<file path="src/logger_cfg.svh">
`ifndef LOGGER_CFG_SVH
`define LOGGER_CFG_SVH

////////////////////
// Serial timing
////////////////////

// UART bit time in clk cycles
// kept short so simulation stays fast
`define LOGGER_CLKS_PER_BIT 8

// ADC serial clock period in clk cycles, half low then half high
`define LOGGER_SCLK_DIV 4

////////////////////
// Storage sizes
////////////////////

// One ADC conversion
`define LOGGER_SAMPLE_W 10
// 16 entries in the sample memory
`define LOGGER_ADDR_W 4

`endif

</file>
<file path="src/logger_pkg.sv">
`default_nettype none

`include "logger_cfg.svh"

package logger_pkg;

    ////////////////////
    // Command types
    ////////////////////

    // Decoded command kind
    typedef enum logic [1:0] {
        OP_SAMPLE,
        OP_READ,
        OP_BAD
    } cmd_op_e;

    ////////////////////
    // Payload types
    ////////////////////

    // One ADC sample as stored in memory
    typedef logic [`LOGGER_SAMPLE_W-1:0] sample_t;

    // Sample memory index
    typedef logic [`LOGGER_ADDR_W-1:0] addr_t;

endpackage

`default_nettype wire

</file>
<file path="src/logger_if.sv">
`timescale 1ns/1ps
`default_nettype none

// Handshake link between pipeline stages
// Transfer when valid and ready are both high
interface stage_if;
    logic                  valid;
    logic                  ready;
    logger_pkg::cmd_op_e   op;
    logger_pkg::addr_t     addr;
    logger_pkg::sample_t   data;

    // Upstream side, payload held while stalled
    modport src (output valid, op, addr, data, input ready);
    // Downstream side
    modport dst (input valid, op, addr, data, output ready);
endinterface

// Wishbone classic link to the sample memory
interface wb_if;
    logic                  cyc;
    logic                  stb;
    logic                  we;
    logger_pkg::addr_t     adr;
    logger_pkg::sample_t   dat_w;
    logger_pkg::sample_t   dat_r;
    logic                  ack;

    // Master holds cyc and stb until ack
    modport master (output cyc, stb, we, adr, dat_w, input dat_r, ack);
    // Slave answers with a one cycle ack
    modport slave (input cyc, stb, we, adr, dat_w, output dat_r, ack);
endinterface

`default_nettype wire

</file>
<file path="src/uart_phy.sv">
`timescale 1ns/1ps
`default_nettype none

`include "logger_cfg.svh"

////////////////////
// UART receiver
////////////////////

module uart_rx (
    input  logic       clk,
    input  logic       rst,
    input  logic       rx,
    output logic [7:0] rx_data,
    output logic       rx_strobe
);
    localparam int clks_per_bit = `LOGGER_CLKS_PER_BIT;
    localparam int cnt_w = $clog2(clks_per_bit);
    localparam logic [cnt_w-1:0] half_last = cnt_w'(clks_per_bit / 2 - 1);
    localparam logic [cnt_w-1:0] bit_last = cnt_w'(clks_per_bit - 1);

    typedef enum logic [1:0] {RX_IDLE, RX_START, RX_DATA, RX_STOP} rx_state_e;

    rx_state_e        state;
    logic             rx_meta;
    logic             rx_sync;
    logic [cnt_w-1:0] cnt;
    logic [2:0]       bit_idx;
    logic [7:0]       shift;

    // Two flop synchronizer, idle line is high
    always_ff @(posedge clk) begin
        if (rst) begin
            rx_meta <= 1'b1;
            rx_sync <= 1'b1;
        end else begin
            rx_meta <= rx;
            rx_sync <= rx_meta;
        end
    end

    always_ff @(posedge clk) begin
        if (rst) begin
            state     <= RX_IDLE;
            cnt       <= '0;
            bit_idx   <= '0;
            rx_strobe <= 1'b0;
        end else begin
            rx_strobe <= 1'b0;
            case (state)
                RX_IDLE: begin
                    cnt <= '0;
                    // Falling edge marks a start bit
                    if (!rx_sync) begin
                        state <= RX_START;
                    end
                end
                RX_START: begin
                    if (cnt == half_last) begin
                        // Still low at mid-bit, else a glitch
                        cnt     <= '0;
                        bit_idx <= '0;
                        state   <= rx_sync ? RX_IDLE : RX_DATA;
                    end else begin
                        cnt <= cnt + 1'b1;
                    end
                end
                RX_DATA: begin
                    if (cnt == bit_last) begin
                        cnt <= '0;
                        if (bit_idx == 3'd7) begin
                            state <= RX_STOP;
                        end
                        bit_idx <= bit_idx + 1'b1;
                    end else begin
                        cnt <= cnt + 1'b1;
                    end
                end
                default: begin
                    if (cnt == bit_last) begin
                        // Bad stop bit drops the byte
                        rx_strobe <= rx_sync;
                        state     <= RX_IDLE;
                    end else begin
                        cnt <= cnt + 1'b1;
                    end
                end
            endcase
        end
    end

    // Data bits arrive LSB first, sampled at mid-bit
    always_ff @(posedge clk) begin
        if (state == RX_DATA && cnt == bit_last) begin
            shift <= {rx_sync, shift[7:1]};
        end
        if (state == RX_STOP && cnt == bit_last) begin
            rx_data <= shift;
        end
    end
endmodule

////////////////////
// UART transmitter
////////////////////

module uart_tx (
    input  logic       clk,
    input  logic       rst,
    input  logic [7:0] tx_data,
    input  logic       tx_send,
    output logic       tx,
    output logic       tx_busy
);
    localparam int clks_per_bit = `LOGGER_CLKS_PER_BIT;
    localparam int cnt_w = $clog2(clks_per_bit);
    localparam logic [cnt_w-1:0] bit_last = cnt_w'(clks_per_bit - 1);

    logic [cnt_w-1:0] cnt;
    logic [3:0]       bit_idx;
    // Data bits then the stop bit
    logic [8:0]       shift;

    always_ff @(posedge clk) begin
        if (rst) begin
            tx      <= 1'b1;
            tx_busy <= 1'b0;
            cnt     <= '0;
            bit_idx <= '0;
        end else if (!tx_busy) begin
            cnt     <= '0;
            bit_idx <= '0;
            if (tx_send) begin
                // Start bit goes out right away
                tx      <= 1'b0;
                tx_busy <= 1'b1;
                shift   <= {1'b1, tx_data};
            end
        end else if (cnt == bit_last) begin
            cnt <= '0;
            if (bit_idx == 4'd9) begin
                // Stop bit done, line already high
                tx_busy <= 1'b0;
            end else begin
                tx      <= shift[0];
                shift   <= {1'b1, shift[8:1]};
                bit_idx <= bit_idx + 1'b1;
            end
        end else begin
            cnt <= cnt + 1'b1;
        end
    end
endmodule

`default_nettype wire

</file>
<file path="src/adc_sampler.sv">
`timescale 1ns/1ps
`default_nettype none

`include "logger_cfg.svh"

module adc_sampler (
    input  logic                clk,
    input  logic                rst,
    input  logic                start,
    output logic                done,
    output logger_pkg::sample_t sample,
    output logic                adc_cs,
    output logic                adc_sclk,
    input  logic                adc_data
);
    localparam int sclk_div = `LOGGER_SCLK_DIV;
    localparam int frame_bits = `LOGGER_SAMPLE_W;
    localparam int div_w = $clog2(sclk_div);
    localparam int bit_w = $clog2(frame_bits);

    // Low half first, then high half of each serial clock period
    localparam logic [div_w-1:0] half_div = div_w'(sclk_div / 2);
    localparam logic [div_w-1:0] rise_cnt = div_w'(sclk_div / 2 - 1);
    localparam logic [div_w-1:0] div_last = div_w'(sclk_div - 1);
    localparam logic [bit_w-1:0] bit_last = bit_w'(frame_bits - 1);

    logic             active;
    logic [div_w-1:0] div_cnt;
    logic [bit_w-1:0] bit_cnt;

    // Chip select low for the whole frame
    assign adc_cs = !active;
    assign adc_sclk = active && (div_cnt >= half_div);

    always_ff @(posedge clk) begin
        if (rst) begin
            active  <= 1'b0;
            done    <= 1'b0;
            div_cnt <= '0;
            bit_cnt <= '0;
        end else begin
            done <= 1'b0;
            if (!active) begin
                div_cnt <= '0;
                bit_cnt <= '0;
                active  <= start;
            end else if (div_cnt == div_last) begin
                div_cnt <= '0;
                // Tenth period ends the frame, cs rises with done
                if (bit_cnt == bit_last) begin
                    active <= 1'b0;
                    done   <= 1'b1;
                end else begin
                    bit_cnt <= bit_cnt + 1'b1;
                end
            end else begin
                div_cnt <= div_cnt + 1'b1;
            end
        end
    end

    // Capture on the edge where sclk rises, MSB first
    // Only shifts inside a frame so the result holds after done
    always_ff @(posedge clk) begin
        if (active && div_cnt == rise_cnt) begin
            sample <= {sample[frame_bits-2:0], adc_data};
        end
    end
endmodule

`default_nettype wire

</file>
<file path="src/cmd_decode.sv">
`timescale 1ns/1ps
`default_nettype none

module cmd_decode (
    input  logic       clk,
    input  logic       rst,
    input  logic [7:0] rx_data,
    input  logic       rx_strobe,
    stage_if.src       cmd
);
    // Opcode bytes from the host
    localparam logic [7:0] byte_sample = 8'h53;
    localparam logic [7:0] byte_read = 8'h52;

    typedef enum logic [1:0] {DC_OP, DC_ADDR, DC_HOLD} dc_state_e;

    dc_state_e state;

    // Command waits here until execute takes it
    assign cmd.valid = (state == DC_HOLD);
    assign cmd.data = '0;

    always_ff @(posedge clk) begin
        if (rst) begin
            state <= DC_OP;
        end else begin
            case (state)
                DC_OP: begin
                    if (rx_strobe) begin
                        // Unknown byte needs no address
                        if (rx_data == byte_sample || rx_data == byte_read) begin
                            state <= DC_ADDR;
                        end else begin
                            state <= DC_HOLD;
                        end
                    end
                end
                DC_ADDR: begin
                    if (rx_strobe) begin
                        state <= DC_HOLD;
                    end
                end
                default: begin
                    // Incoming bytes are dropped while held
                    if (cmd.ready) begin
                        state <= DC_OP;
                    end
                end
            endcase
        end
    end

    always_ff @(posedge clk) begin
        if (state == DC_OP && rx_strobe) begin
            case (rx_data)
                byte_sample: cmd.op <= logger_pkg::OP_SAMPLE;
                byte_read:   cmd.op <= logger_pkg::OP_READ;
                default: begin
                    cmd.op   <= logger_pkg::OP_BAD;
                    cmd.addr <= '0;
                end
            endcase
        end
        // High address bits wrap away
        if (state == DC_ADDR && rx_strobe) begin
            cmd.addr <= logger_pkg::addr_t'(rx_data);
        end
    end
endmodule

`default_nettype wire

</file>
<file path="src/cmd_execute.sv">
`timescale 1ns/1ps
`default_nettype none

module cmd_execute (
    input  logic                clk,
    input  logic                rst,
    stage_if.dst                cmd,
    stage_if.src                res,
    wb_if.master                mem,
    output logic                adc_start,
    input  logic                adc_done,
    input  logger_pkg::sample_t adc_sample
);
    typedef enum logic [1:0] {EX_IDLE, EX_ADC, EX_BUS, EX_RESULT} ex_state_e;

    ex_state_e           state;
    logic                bus_q;
    logic                we_q;
    logger_pkg::cmd_op_e op_q;
    logger_pkg::addr_t   addr_q;
    logger_pkg::sample_t data_q;

    ////////////////////
    // Stage handshakes
    ////////////////////

    assign cmd.ready = (state == EX_IDLE);
    assign res.valid = (state == EX_RESULT);
    assign res.op = op_q;
    assign res.addr = addr_q;
    assign res.data = data_q;

    // Single strobe per cycle, cyc and stb move together
    assign mem.cyc = bus_q;
    assign mem.stb = bus_q;
    assign mem.we = we_q;
    assign mem.adr = addr_q;
    assign mem.dat_w = data_q;

    always_ff @(posedge clk) begin
        if (rst) begin
            state     <= EX_IDLE;
            bus_q     <= 1'b0;
            adc_start <= 1'b0;
        end else begin
            adc_start <= 1'b0;
            case (state)
                EX_IDLE: begin
                    if (cmd.valid) begin
                        case (cmd.op)
                            logger_pkg::OP_SAMPLE: begin
                                adc_start <= 1'b1;
                                state     <= EX_ADC;
                            end
                            logger_pkg::OP_READ: begin
                                bus_q <= 1'b1;
                                state <= EX_BUS;
                            end
                            // Bad opcode goes straight to the reply
                            default: state <= EX_RESULT;
                        endcase
                    end
                end
                EX_ADC: begin
                    // Write cycle starts once the frame is in
                    if (adc_done) begin
                        bus_q <= 1'b1;
                        state <= EX_BUS;
                    end
                end
                EX_BUS: begin
                    if (mem.ack) begin
                        bus_q <= 1'b0;
                        state <= EX_RESULT;
                    end
                end
                default: begin
                    // Result held until the reply stage is free
                    if (res.ready) begin
                        state <= EX_IDLE;
                    end
                end
            endcase
        end
    end

    always_ff @(posedge clk) begin
        if (state == EX_IDLE && cmd.valid) begin
            op_q   <= cmd.op;
            addr_q <= cmd.addr;
            data_q <= '0;
            we_q   <= (cmd.op == logger_pkg::OP_SAMPLE);
        end
        if (state == EX_ADC && adc_done) begin
            data_q <= adc_sample;
        end
        // Read data valid with ack
        if (state == EX_BUS && mem.ack && !we_q) begin
            data_q <= mem.dat_r;
        end
    end
endmodule

`default_nettype wire

</file>
<file path="src/sample_ram.sv">
`timescale 1ns/1ps
`default_nettype none

module sample_ram (
    input  logic clk,
    input  logic rst,
    wb_if.slave  bus
);
    localparam int depth = 1 << $bits(logger_pkg::addr_t);

    logger_pkg::sample_t mem [depth];
    logic                req;

    // New request only, the ack cycle still sees stb high
    assign req = bus.cyc && bus.stb && !bus.ack;

    always_ff @(posedge clk) begin
        if (rst) begin
            bus.ack <= 1'b0;
        end else begin
            bus.ack <= req;
        end
    end

    // Storage and read data, registered with the ack
    always_ff @(posedge clk) begin
        if (req && bus.we) begin
            mem[bus.adr] <= bus.dat_w;
        end
        if (req) begin
            bus.dat_r <= mem[bus.adr];
        end
    end
endmodule

`default_nettype wire

</file>
<file path="src/reply_result.sv">
`timescale 1ns/1ps
`default_nettype none

module reply_result (
    input  logic       clk,
    input  logic       rst,
    stage_if.dst       res,
    output logic [7:0] tx_data,
    output logic       tx_send,
    input  logic       tx_busy
);
    // Reply characters
    localparam logic [7:0] reply_ok = 8'h4B;
    localparam logic [7:0] reply_bad = 8'h3F;

    typedef enum logic [1:0] {RP_IDLE, RP_SEND, RP_HAND} rp_state_e;

    rp_state_e   state;
    logic        more_q;
    logic [7:0]  first_q;
    logic [7:0]  second_q;
    logic [15:0] read_word;

    // Zero padded sample, high byte goes first
    assign read_word = 16'(res.data);
    assign res.ready = (state == RP_IDLE);
    assign tx_data = first_q;

    always_ff @(posedge clk) begin
        if (rst) begin
            state   <= RP_IDLE;
            tx_send <= 1'b0;
            more_q  <= 1'b0;
        end else begin
            tx_send <= 1'b0;
            case (state)
                RP_IDLE: begin
                    if (res.valid) begin
                        more_q <= (res.op == logger_pkg::OP_READ);
                        state  <= RP_SEND;
                    end
                end
                RP_SEND: begin
                    // Wait out the previous byte
                    if (!tx_busy) begin
                        tx_send <= 1'b1;
                        state   <= RP_HAND;
                    end
                end
                default: begin
                    // Busy high means the byte was taken
                    if (tx_busy) begin
                        more_q <= 1'b0;
                        state  <= more_q ? RP_SEND : RP_IDLE;
                    end
                end
            endcase
        end
    end

    always_ff @(posedge clk) begin
        if (state == RP_IDLE && res.valid) begin
            case (res.op)
                logger_pkg::OP_SAMPLE: first_q <= reply_ok;
                logger_pkg::OP_READ: begin
                    first_q  <= read_word[15:8];
                    second_q <= read_word[7:0];
                end
                default: first_q <= reply_bad;
            endcase
        end
        if (state == RP_HAND && tx_busy) begin
            first_q <= second_q;
        end
    end
endmodule

`default_nettype wire

</file>
<file path="src/logger_top.sv">
`timescale 1ns/1ps
`default_nettype none

module logger_top (
    input  logic clk,
    input  logic rst,
    input  logic uart_rx_in,
    output logic uart_tx_out,
    output logic adc_cs,
    output logic adc_sclk,
    input  logic adc_data
);
    logic [7:0]          rx_data;
    logic                rx_strobe;
    logic [7:0]          tx_data;
    logic                tx_send;
    logic                tx_busy;
    logic                adc_start;
    logic                adc_done;
    logger_pkg::sample_t adc_sample;

    ////////////////////
    // Internal links
    ////////////////////

    // Decode to execute, execute to reply
    stage_if cmd_link ();
    stage_if res_link ();
    wb_if    mem_bus ();

    ////////////////////
    // Serial host side
    ////////////////////

    uart_rx uart_rx_inst (
        .clk       (clk),
        .rst       (rst),
        .rx        (uart_rx_in),
        .rx_data   (rx_data),
        .rx_strobe (rx_strobe)
    );

    cmd_decode cmd_decode_inst (
        .clk       (clk),
        .rst       (rst),
        .rx_data   (rx_data),
        .rx_strobe (rx_strobe),
        .cmd       (cmd_link.src)
    );

    // Command engine with ADC and memory
    cmd_execute cmd_execute_inst (
        .clk        (clk),
        .rst        (rst),
        .cmd        (cmd_link.dst),
        .res        (res_link.src),
        .mem        (mem_bus.master),
        .adc_start  (adc_start),
        .adc_done   (adc_done),
        .adc_sample (adc_sample)
    );

    adc_sampler adc_sampler_inst (
        .clk      (clk),
        .rst      (rst),
        .start    (adc_start),
        .done     (adc_done),
        .sample   (adc_sample),
        .adc_cs   (adc_cs),
        .adc_sclk (adc_sclk),
        .adc_data (adc_data)
    );

    sample_ram sample_ram_inst (
        .clk (clk),
        .rst (rst),
        .bus (mem_bus.slave)
    );

    // Replies back to the host
    reply_result reply_result_inst (
        .clk     (clk),
        .rst     (rst),
        .res     (res_link.dst),
        .tx_data (tx_data),
        .tx_send (tx_send),
        .tx_busy (tx_busy)
    );

    uart_tx uart_tx_inst (
        .clk     (clk),
        .rst     (rst),
        .tx_data (tx_data),
        .tx_send (tx_send),
        .tx      (uart_tx_out),
        .tx_busy (tx_busy)
    );
endmodule

`default_nettype wire

</file>
<file path="config.mk">
export PLATFORM = sky130hd
export DESIGN_NAME = logger_top
export DESIGN_NICKNAME = d
export VERILOG_FILES = /design/src/logger_pkg.sv /design/src/logger_if.sv /design/src/uart_phy.sv /design/src/adc_sampler.sv /design/src/cmd_decode.sv /design/src/cmd_execute.sv /design/src/sample_ram.sv /design/src/reply_result.sv /design/src/logger_top.sv
export VERILOG_INCLUDE_DIRS = /design/src
export SDC_FILE = /design/constraint.sdc
export NUM_CORES = 1
export LEC_CHECK = 0
export CAP_MARGIN = 20
export CORE_UTILIZATION = 30
export DETAILED_ROUTE_END_ITERATION = 12
export DONT_BUFFER_PORTS = 1
export PLACE_DENSITY = 0.41
export SYNTH_ARGS = -nofsm -noshare
export SYNTH_HDL_FRONTEND = slang
export SYNTH_SLANG_ARGS = --single-unit
export TNS_END_PERCENT = 10
</file>
<file path="constraint.sdc">
create_clock -name clk -period 3.2 [get_ports clk]
set_input_delay 0 -clock clk [delete_from_list [all_inputs] [get_ports clk]]
set_output_delay 0 -clock clk [all_outputs]
set_load 0.01 [all_outputs]
</file>
* Word level (Yosys, flattened, before mapping)
Memory sizes are Yosys's and may differ from the RTL's. A register that Yosys moved wholly into a read port is not among the register bits.
Cells that the tools add are included.
** Word-level totals
- Register bits :: 113
- Memory bits (writable) :: 160
- Input bits :: 4
- Output and inout port bits :: 3
- Memories :: 1
** Memories
- sample_ram_inst.mem :: words 16, bits a word 10, rd ports 1, clocked after Yosys merged registers in 1, wr ports 1, RTL line sample_ram.sv:11 : logger_pkg::sample_t mem [depth];
** Cells by class
- Add/sub/neg operators :: 6
- Order comparisons :: 1
- Equality and inequality tests :: 38
- Muxes and demuxes :: 68
- Bitwise logic cells :: 10
- Reductions and logical operators :: 57
** Operator list (count)
- $mux W9 :: 4
- $mux W2 :: 17
- $mux W10 :: 3
- $mux W1 :: 23
- $ne A2 B1 Y1 const B :: 9
- $eq A8 B7 Y1 const B :: 2
- $mux W8 :: 2
- $pmux W2 S2 :: 4
- $mux W3 :: 5
- $reduce_and A3 Y1 :: 5
- $reduce_bool A3 Y1 :: 5
- $eq A2 B1 Y1 const B :: 7
- $eq A2 B2 Y1 const B :: 7
- $logic_and A1 B1 Y1 :: 14
- $pmux W7 S2 :: 1
- $logic_not A2 Y1 :: 6
- $mux W4 :: 3
- $ne A2 B2 Y1 const B :: 6
- $pmux W2 S3 :: 2
- $reduce_or A3 Y1 :: 4
- $not A1 Y1 :: 10
- $reduce_and A5 Y1 :: 2
- $reduce_bool A2 Y1 :: 5
- $add A3 B1 Y3 const B :: 3
- 18 further kinds :: 31

* Logic depth before layout (Yosys ltp)
- Depth in word-level cells :: 5
- Depth in mapped cells :: 6

* Hierarchy
A second synthesis with hierarchy kept.
** Second synthesis, totals
- Cells, all modules :: 698
- Area, all modules :: 11459.7 µm²
** By module, submodules not included
- sample_ram :: times used 1, cells each 287, area each 6453.7 µm², sequential area each 5124.9 µm²
- uart_rx :: times used 1, cells each 95, area each 1249.9 µm², sequential area each 700.7 µm²
- cmd_execute :: times used 1, cells each 106, area each 1106.1 µm², sequential area each 590.6 µm²
- reply_result :: times used 1, cells each 57, area each 763.2 µm², sequential area each 560.5 µm²
- uart_tx :: times used 1, cells each 60, area each 754.5 µm², sequential area each 420.4 µm²
- adc_sampler :: times used 1, cells each 54, area each 710.7 µm², sequential area each 460.4 µm²
- cmd_decode :: times used 1, cells each 39, area each 421.7 µm², sequential area each 220.2 µm²

* Worst setup path after synthesis
OpenSTA, ideal clock, no wires.
- Path kind :: register to register
- Start :: register cmd_execute_inst.addr_q[1] (netlist: cmd_execute_inst.mem.adr[1])
- End :: memory sample_ram_inst.mem[1][0] (netlist bit) (enable)
- Setup time :: 0.390 ns
- Arrival :: 1.891 ns
- Data required time :: 2.810 ns
- Setup slack :: 0.919 ns
- Cell stages (with the launch flop) :: 6
- Path buffers :: 2
- Period minus slack after synthesis :: 2.281 ns
- Cell sequence :: edfxtp_1 clkbuf_1 clkbuf_1 nor3b_1 nand3_1 nor3_1
** RTL lines
- start, declared :: RTL line cmd_execute.sv:20 : logger_pkg::addr_t addr_q;
- start signal, assigned :: RTL line cmd_execute.sv:90 : addr_q <= cmd.addr;
- end, declared :: RTL line sample_ram.sv:11
Straight into the memory's write port.

* Worst setup path after layout
- Start :: register uart_rx_inst.state[1]
- End :: register uart_rx_inst.bit_idx[1]
** Between the ends
- Cells in the longest elaborated chain, start to end :: 3
** Ends and longest elaborated chain
- start, declared :: RTL line uart_phy.sv:24 : rx_state_e state;
- start signal, assigned :: RTL line uart_phy.sv:63 : state <= rx_sync ? RX_IDLE : RX_DATA;
- $eq A2 B2 Y1 or $eq A2 B1 Y1 (tied branches) :: RTL line uart_phy.sv:50 : case (state)
- $ne A2 B1 Y1 (no line) or $reduce_bool A2 Y1 (tied branches)
- $reduce_and A3 Y1 (no line)
- end signal, assigned :: RTL line uart_phy.sv:74 : bit_idx <= bit_idx + 1'b1;
- end, declared :: RTL line uart_phy.sv:28 : logic [2:0] bit_idx;
Parallel ways exist; a longest one is shown, timed or not.
A chain may end at the register's enable or synchronous reset.

==> impl_results.md <==
* Outcome: finished, final reports clean
* Synth Flop Type: edfxtp_1
* Synth Instances at approximately 650
* Gpl congestion at about 0.74
* Total GRT Usage at 12.96%
* Seq cells post-synth at about 280
* Number of synthesized flops with an enable pin at 243
* Nets at roughly 710
* Final period utilization at 71.24%
* Leakage at between 4 and 5 nW
* Worst-Skew Late Latency at roughly 0.55 ns
* Die X at roughly 190 um
* Synth Warn # at 0
* Initial Util at a little under a third
* Clk buf depth at 3
* 1st-iter DRT viols at around 430
* CTS Sinks at between 200 and 300
* Top cell type by total area after synthesis: edfxtp_1
* Critical path peak fanout at 12
* # IOs at 7
* Clock-pin slew on the worst setup and hold paths at around 0.060 ns
* Max Clk Rate at between 400 and 500 MHz
* Post-CTS resize count at 0
* Cell breakdown of the critical path: ha_1, mux2i_1, a21oi_2, nand4b_1, a21oi_1, dlygate4sd3_1
* Tightest Pin Transition at around 0.95 ns
* # H-tree levels at 1
* Worst Hold Class: input pin to flip-flop
* Clk root buf: clkbuf_16
* PwrDens at around 610 mW/mm^2
* Sequential area share after synthesis at approximately 73%
* Final setup fails at 0
* Initial antenna violation count at 1
* Most frequent cells in the layout: edfxtp_1, nor2_1, nand2_1, mux4_2, dfxtp_1
* First-pass GRT wire length at between 30000 and 40000 um
* Post-layout minimum cycle time at between 2 and 2.5 ns
* Crit-path leading delay family: buffers and inverters
* Final TNS setup at 0 ns
* Largest net degree at the start of global routing at 44
* Crit. End Element: flip-flop
* Hpwl dp at between 10000 and 15000 um
* Vias at ~5700
* Pwr Total at roughly 7.8 mW
* Distinct cells, synth at between 50 and 60
* Post-Syn Nets at slightly below 700
* Crit path buf inv count at 1
* Area of the core at between 0.03 and 0.04 mm^2
* Die Span Y at 193.8 um
* RSZ-0062 raised after global routing: no
* Data arrival, critical path at 2.72 ns
* Number of port buffers at 0
* Synth top area share at ~66%
* # rows at between 60 and 70
* CP required at roughly 3.6 ns
* Share of cells above drive strength 1 at between 10% and 20%
* Remaining antenna violation count at 0
* CP max stage delay at 0.55 ns
* Most common cell after layout, fill and taps aside: edfxtp_1
* Area grow syn2layout at 15.27%
* CTS tree: built
* Drt pass-1 iters at 4
* Mapped cell area at between 0.01 and 0.015 mm^2
* Max cap viols at 0
* Ranking of synthesized cells by area: edfxtp_1, mux4_2, dfxtp_1, ha_1, nor2_1
* Peak VDD IR at 0.2593 mV
* Die area at ~0.038 mm^2
* Worst Setup Start Kind: flip-flop
* Routed WL per cell at a little over 20 um
* FFs w/ async S/R, synth at 0%
* Final WL at about 24000 um
* Final Hold Viols at 0
* DRC violations left at 0
* WS Path Type: flip-flop to flip-flop
* Vias in the first global route at approximately 6000
* Worst Skew at 0.008868 ns
* Number of CTS-inserted buffers at 31
* Via density at 4.823
* Slew Limit Fails at 0
* Grt ovf at 0
* Worst rel slew slack at a little over a third
* Avg Synthesized Cell Area at 16.93 um^2
* Worst path slowest cell: dlygate4sd3_1
metal layers:
layer | routed length [um] | vias up | global-route usage (%)
met1 | 11080 | 2931 | 17.72
met4 | 388 | 0 | 3.111
met3 | 861 | 31 | 2.157
met2 | 11310 | 88 | 21.47
met5 | 0 | - | 0
li1 | - | 2603 | -
path summary, 6_finish.rpt:
check,from,slack [ns],cells past startpoint,to
worst min register to register,cmd_decode_inst.cmd.addr[1],0.42,0,cmd_execute_inst.mem.adr[1]
worst min-delay path,adc_data,0.09,1,adc_sampler_inst.sample[0]
worst max register to register,uart_rx_inst.state[1],0.92,6,uart_rx_inst.bit_idx[1]
worst max-delay path,uart_rx_inst.state[1],0.92,6,uart_rx_inst.bit_idx[1]
what timing repair did:
action,in CTS,in global routing
buffers inserted,0,0
hold buffers,5,0
endpoints found under the hold margin,48,0
flip-flops by register name, indices dropped and copies added (netlist names), 2 cells and up:
register,flops
reply_result_inst.second_q,8
cmd_execute_inst.state,2
reply_result_inst.state,2
uart_rx_inst.shift,8
cmd_execute_inst.mem.dat_w,10
uart_tx_inst.cnt,3
adc_sampler_inst.sample,10
uart_tx_inst.bit_idx,4
sample_ram_inst.mem,160
adc_sampler_inst.bit_cnt,4
cmd_decode_inst.cmd.op,2
cmd_decode_inst.state,2
uart_rx_inst.rx_data,8
reply_result_inst.tx_data,8
cmd_decode_inst.cmd.addr,4
uart_rx_inst.state,2
uart_rx_inst.bit_idx,3
sample_ram_inst.bus.dat_r,10
uart_rx_inst.cnt,3
cmd_execute_inst.mem.adr,4
adc_sampler_inst.div_cnt,2
cmd_execute_inst.res.op,2
uart_tx_inst.shift,8
worst reg2reg max path, stage by stage (launching register included):
cell	delay, ns
dfxtp_1	0.44
ha_1	0.43
mux2i_1	0.15
a21oi_2	0.37
nand4b_1	0.17
a21oi_1	0.07
dlygate4sd3_1	0.55
final cells by class:
class	count	area (um^2)
inverters	22	82.58
repair buffers	26	246.5
multi-input cells	322	2741
clock inverters	18	143.9
fillers	3388	23190
well taps	461	576.8
clock buffers	40	849.6
flip-flops and latches	282	8078
diodes	1	2.502
cell families (layout without fill, tap and decap cells):
family | after synthesis | count (layout) | share of synthesized area [%]
buffers and inverters | 48 | 106 | 1.961
other | 0 | 1 | 0
flip-flops | 282 | 282 | 73.20
AO/OA/AOI/OAI | 71 | 71 | 4.478
AND/OR/NAND/NOR | 168 | 168 | 7.721
XOR/XNOR | 5 | 5 | 0.3969
multiplexers | 54 | 54 | 9.524
adder cells (fa/ha/maj) | 24 | 24 | 2.721
power breakdown:
part	internal [mW]	switching, mW
Combinational	0.112	0.173
Sequential	4.02	0.0615
Clock	2.03	1.43
metrics by stage:
stage               hold WS, ns  setup slack, ns  instances  util (%)  cell area, um^2
detailed placement      0.07544           0.7781       1107     32.46            11660
finish                  0.09227           0.9202       1172     35.42            12720
global route            0.06105           0.7151       1171     35.41            12720
CTS                     0.05825           0.7626       1170     35.39            12710
global placement        0.07326           0.9379       1106     32.43            11650
floorplan               0.09887           0.9188        652         -            11040
synthesized netlist by cell type (all sizes together) (7+ instances only):
master / instances
edfxtp: 243
nor2: 44
nand2: 43
mux4: 40
dfxtp: 39
ha: 24
inv: 22
a22oi: 20
a21oi: 17
clkbuf: 15
nand3: 15
buf: 11
nor2b: 10
nor3: 10
nand2b: 9
o21ai: 9
and3: 8
mux2: 8
nor3b: 7
Note: power is estimated with default switching activity, not from simulation.
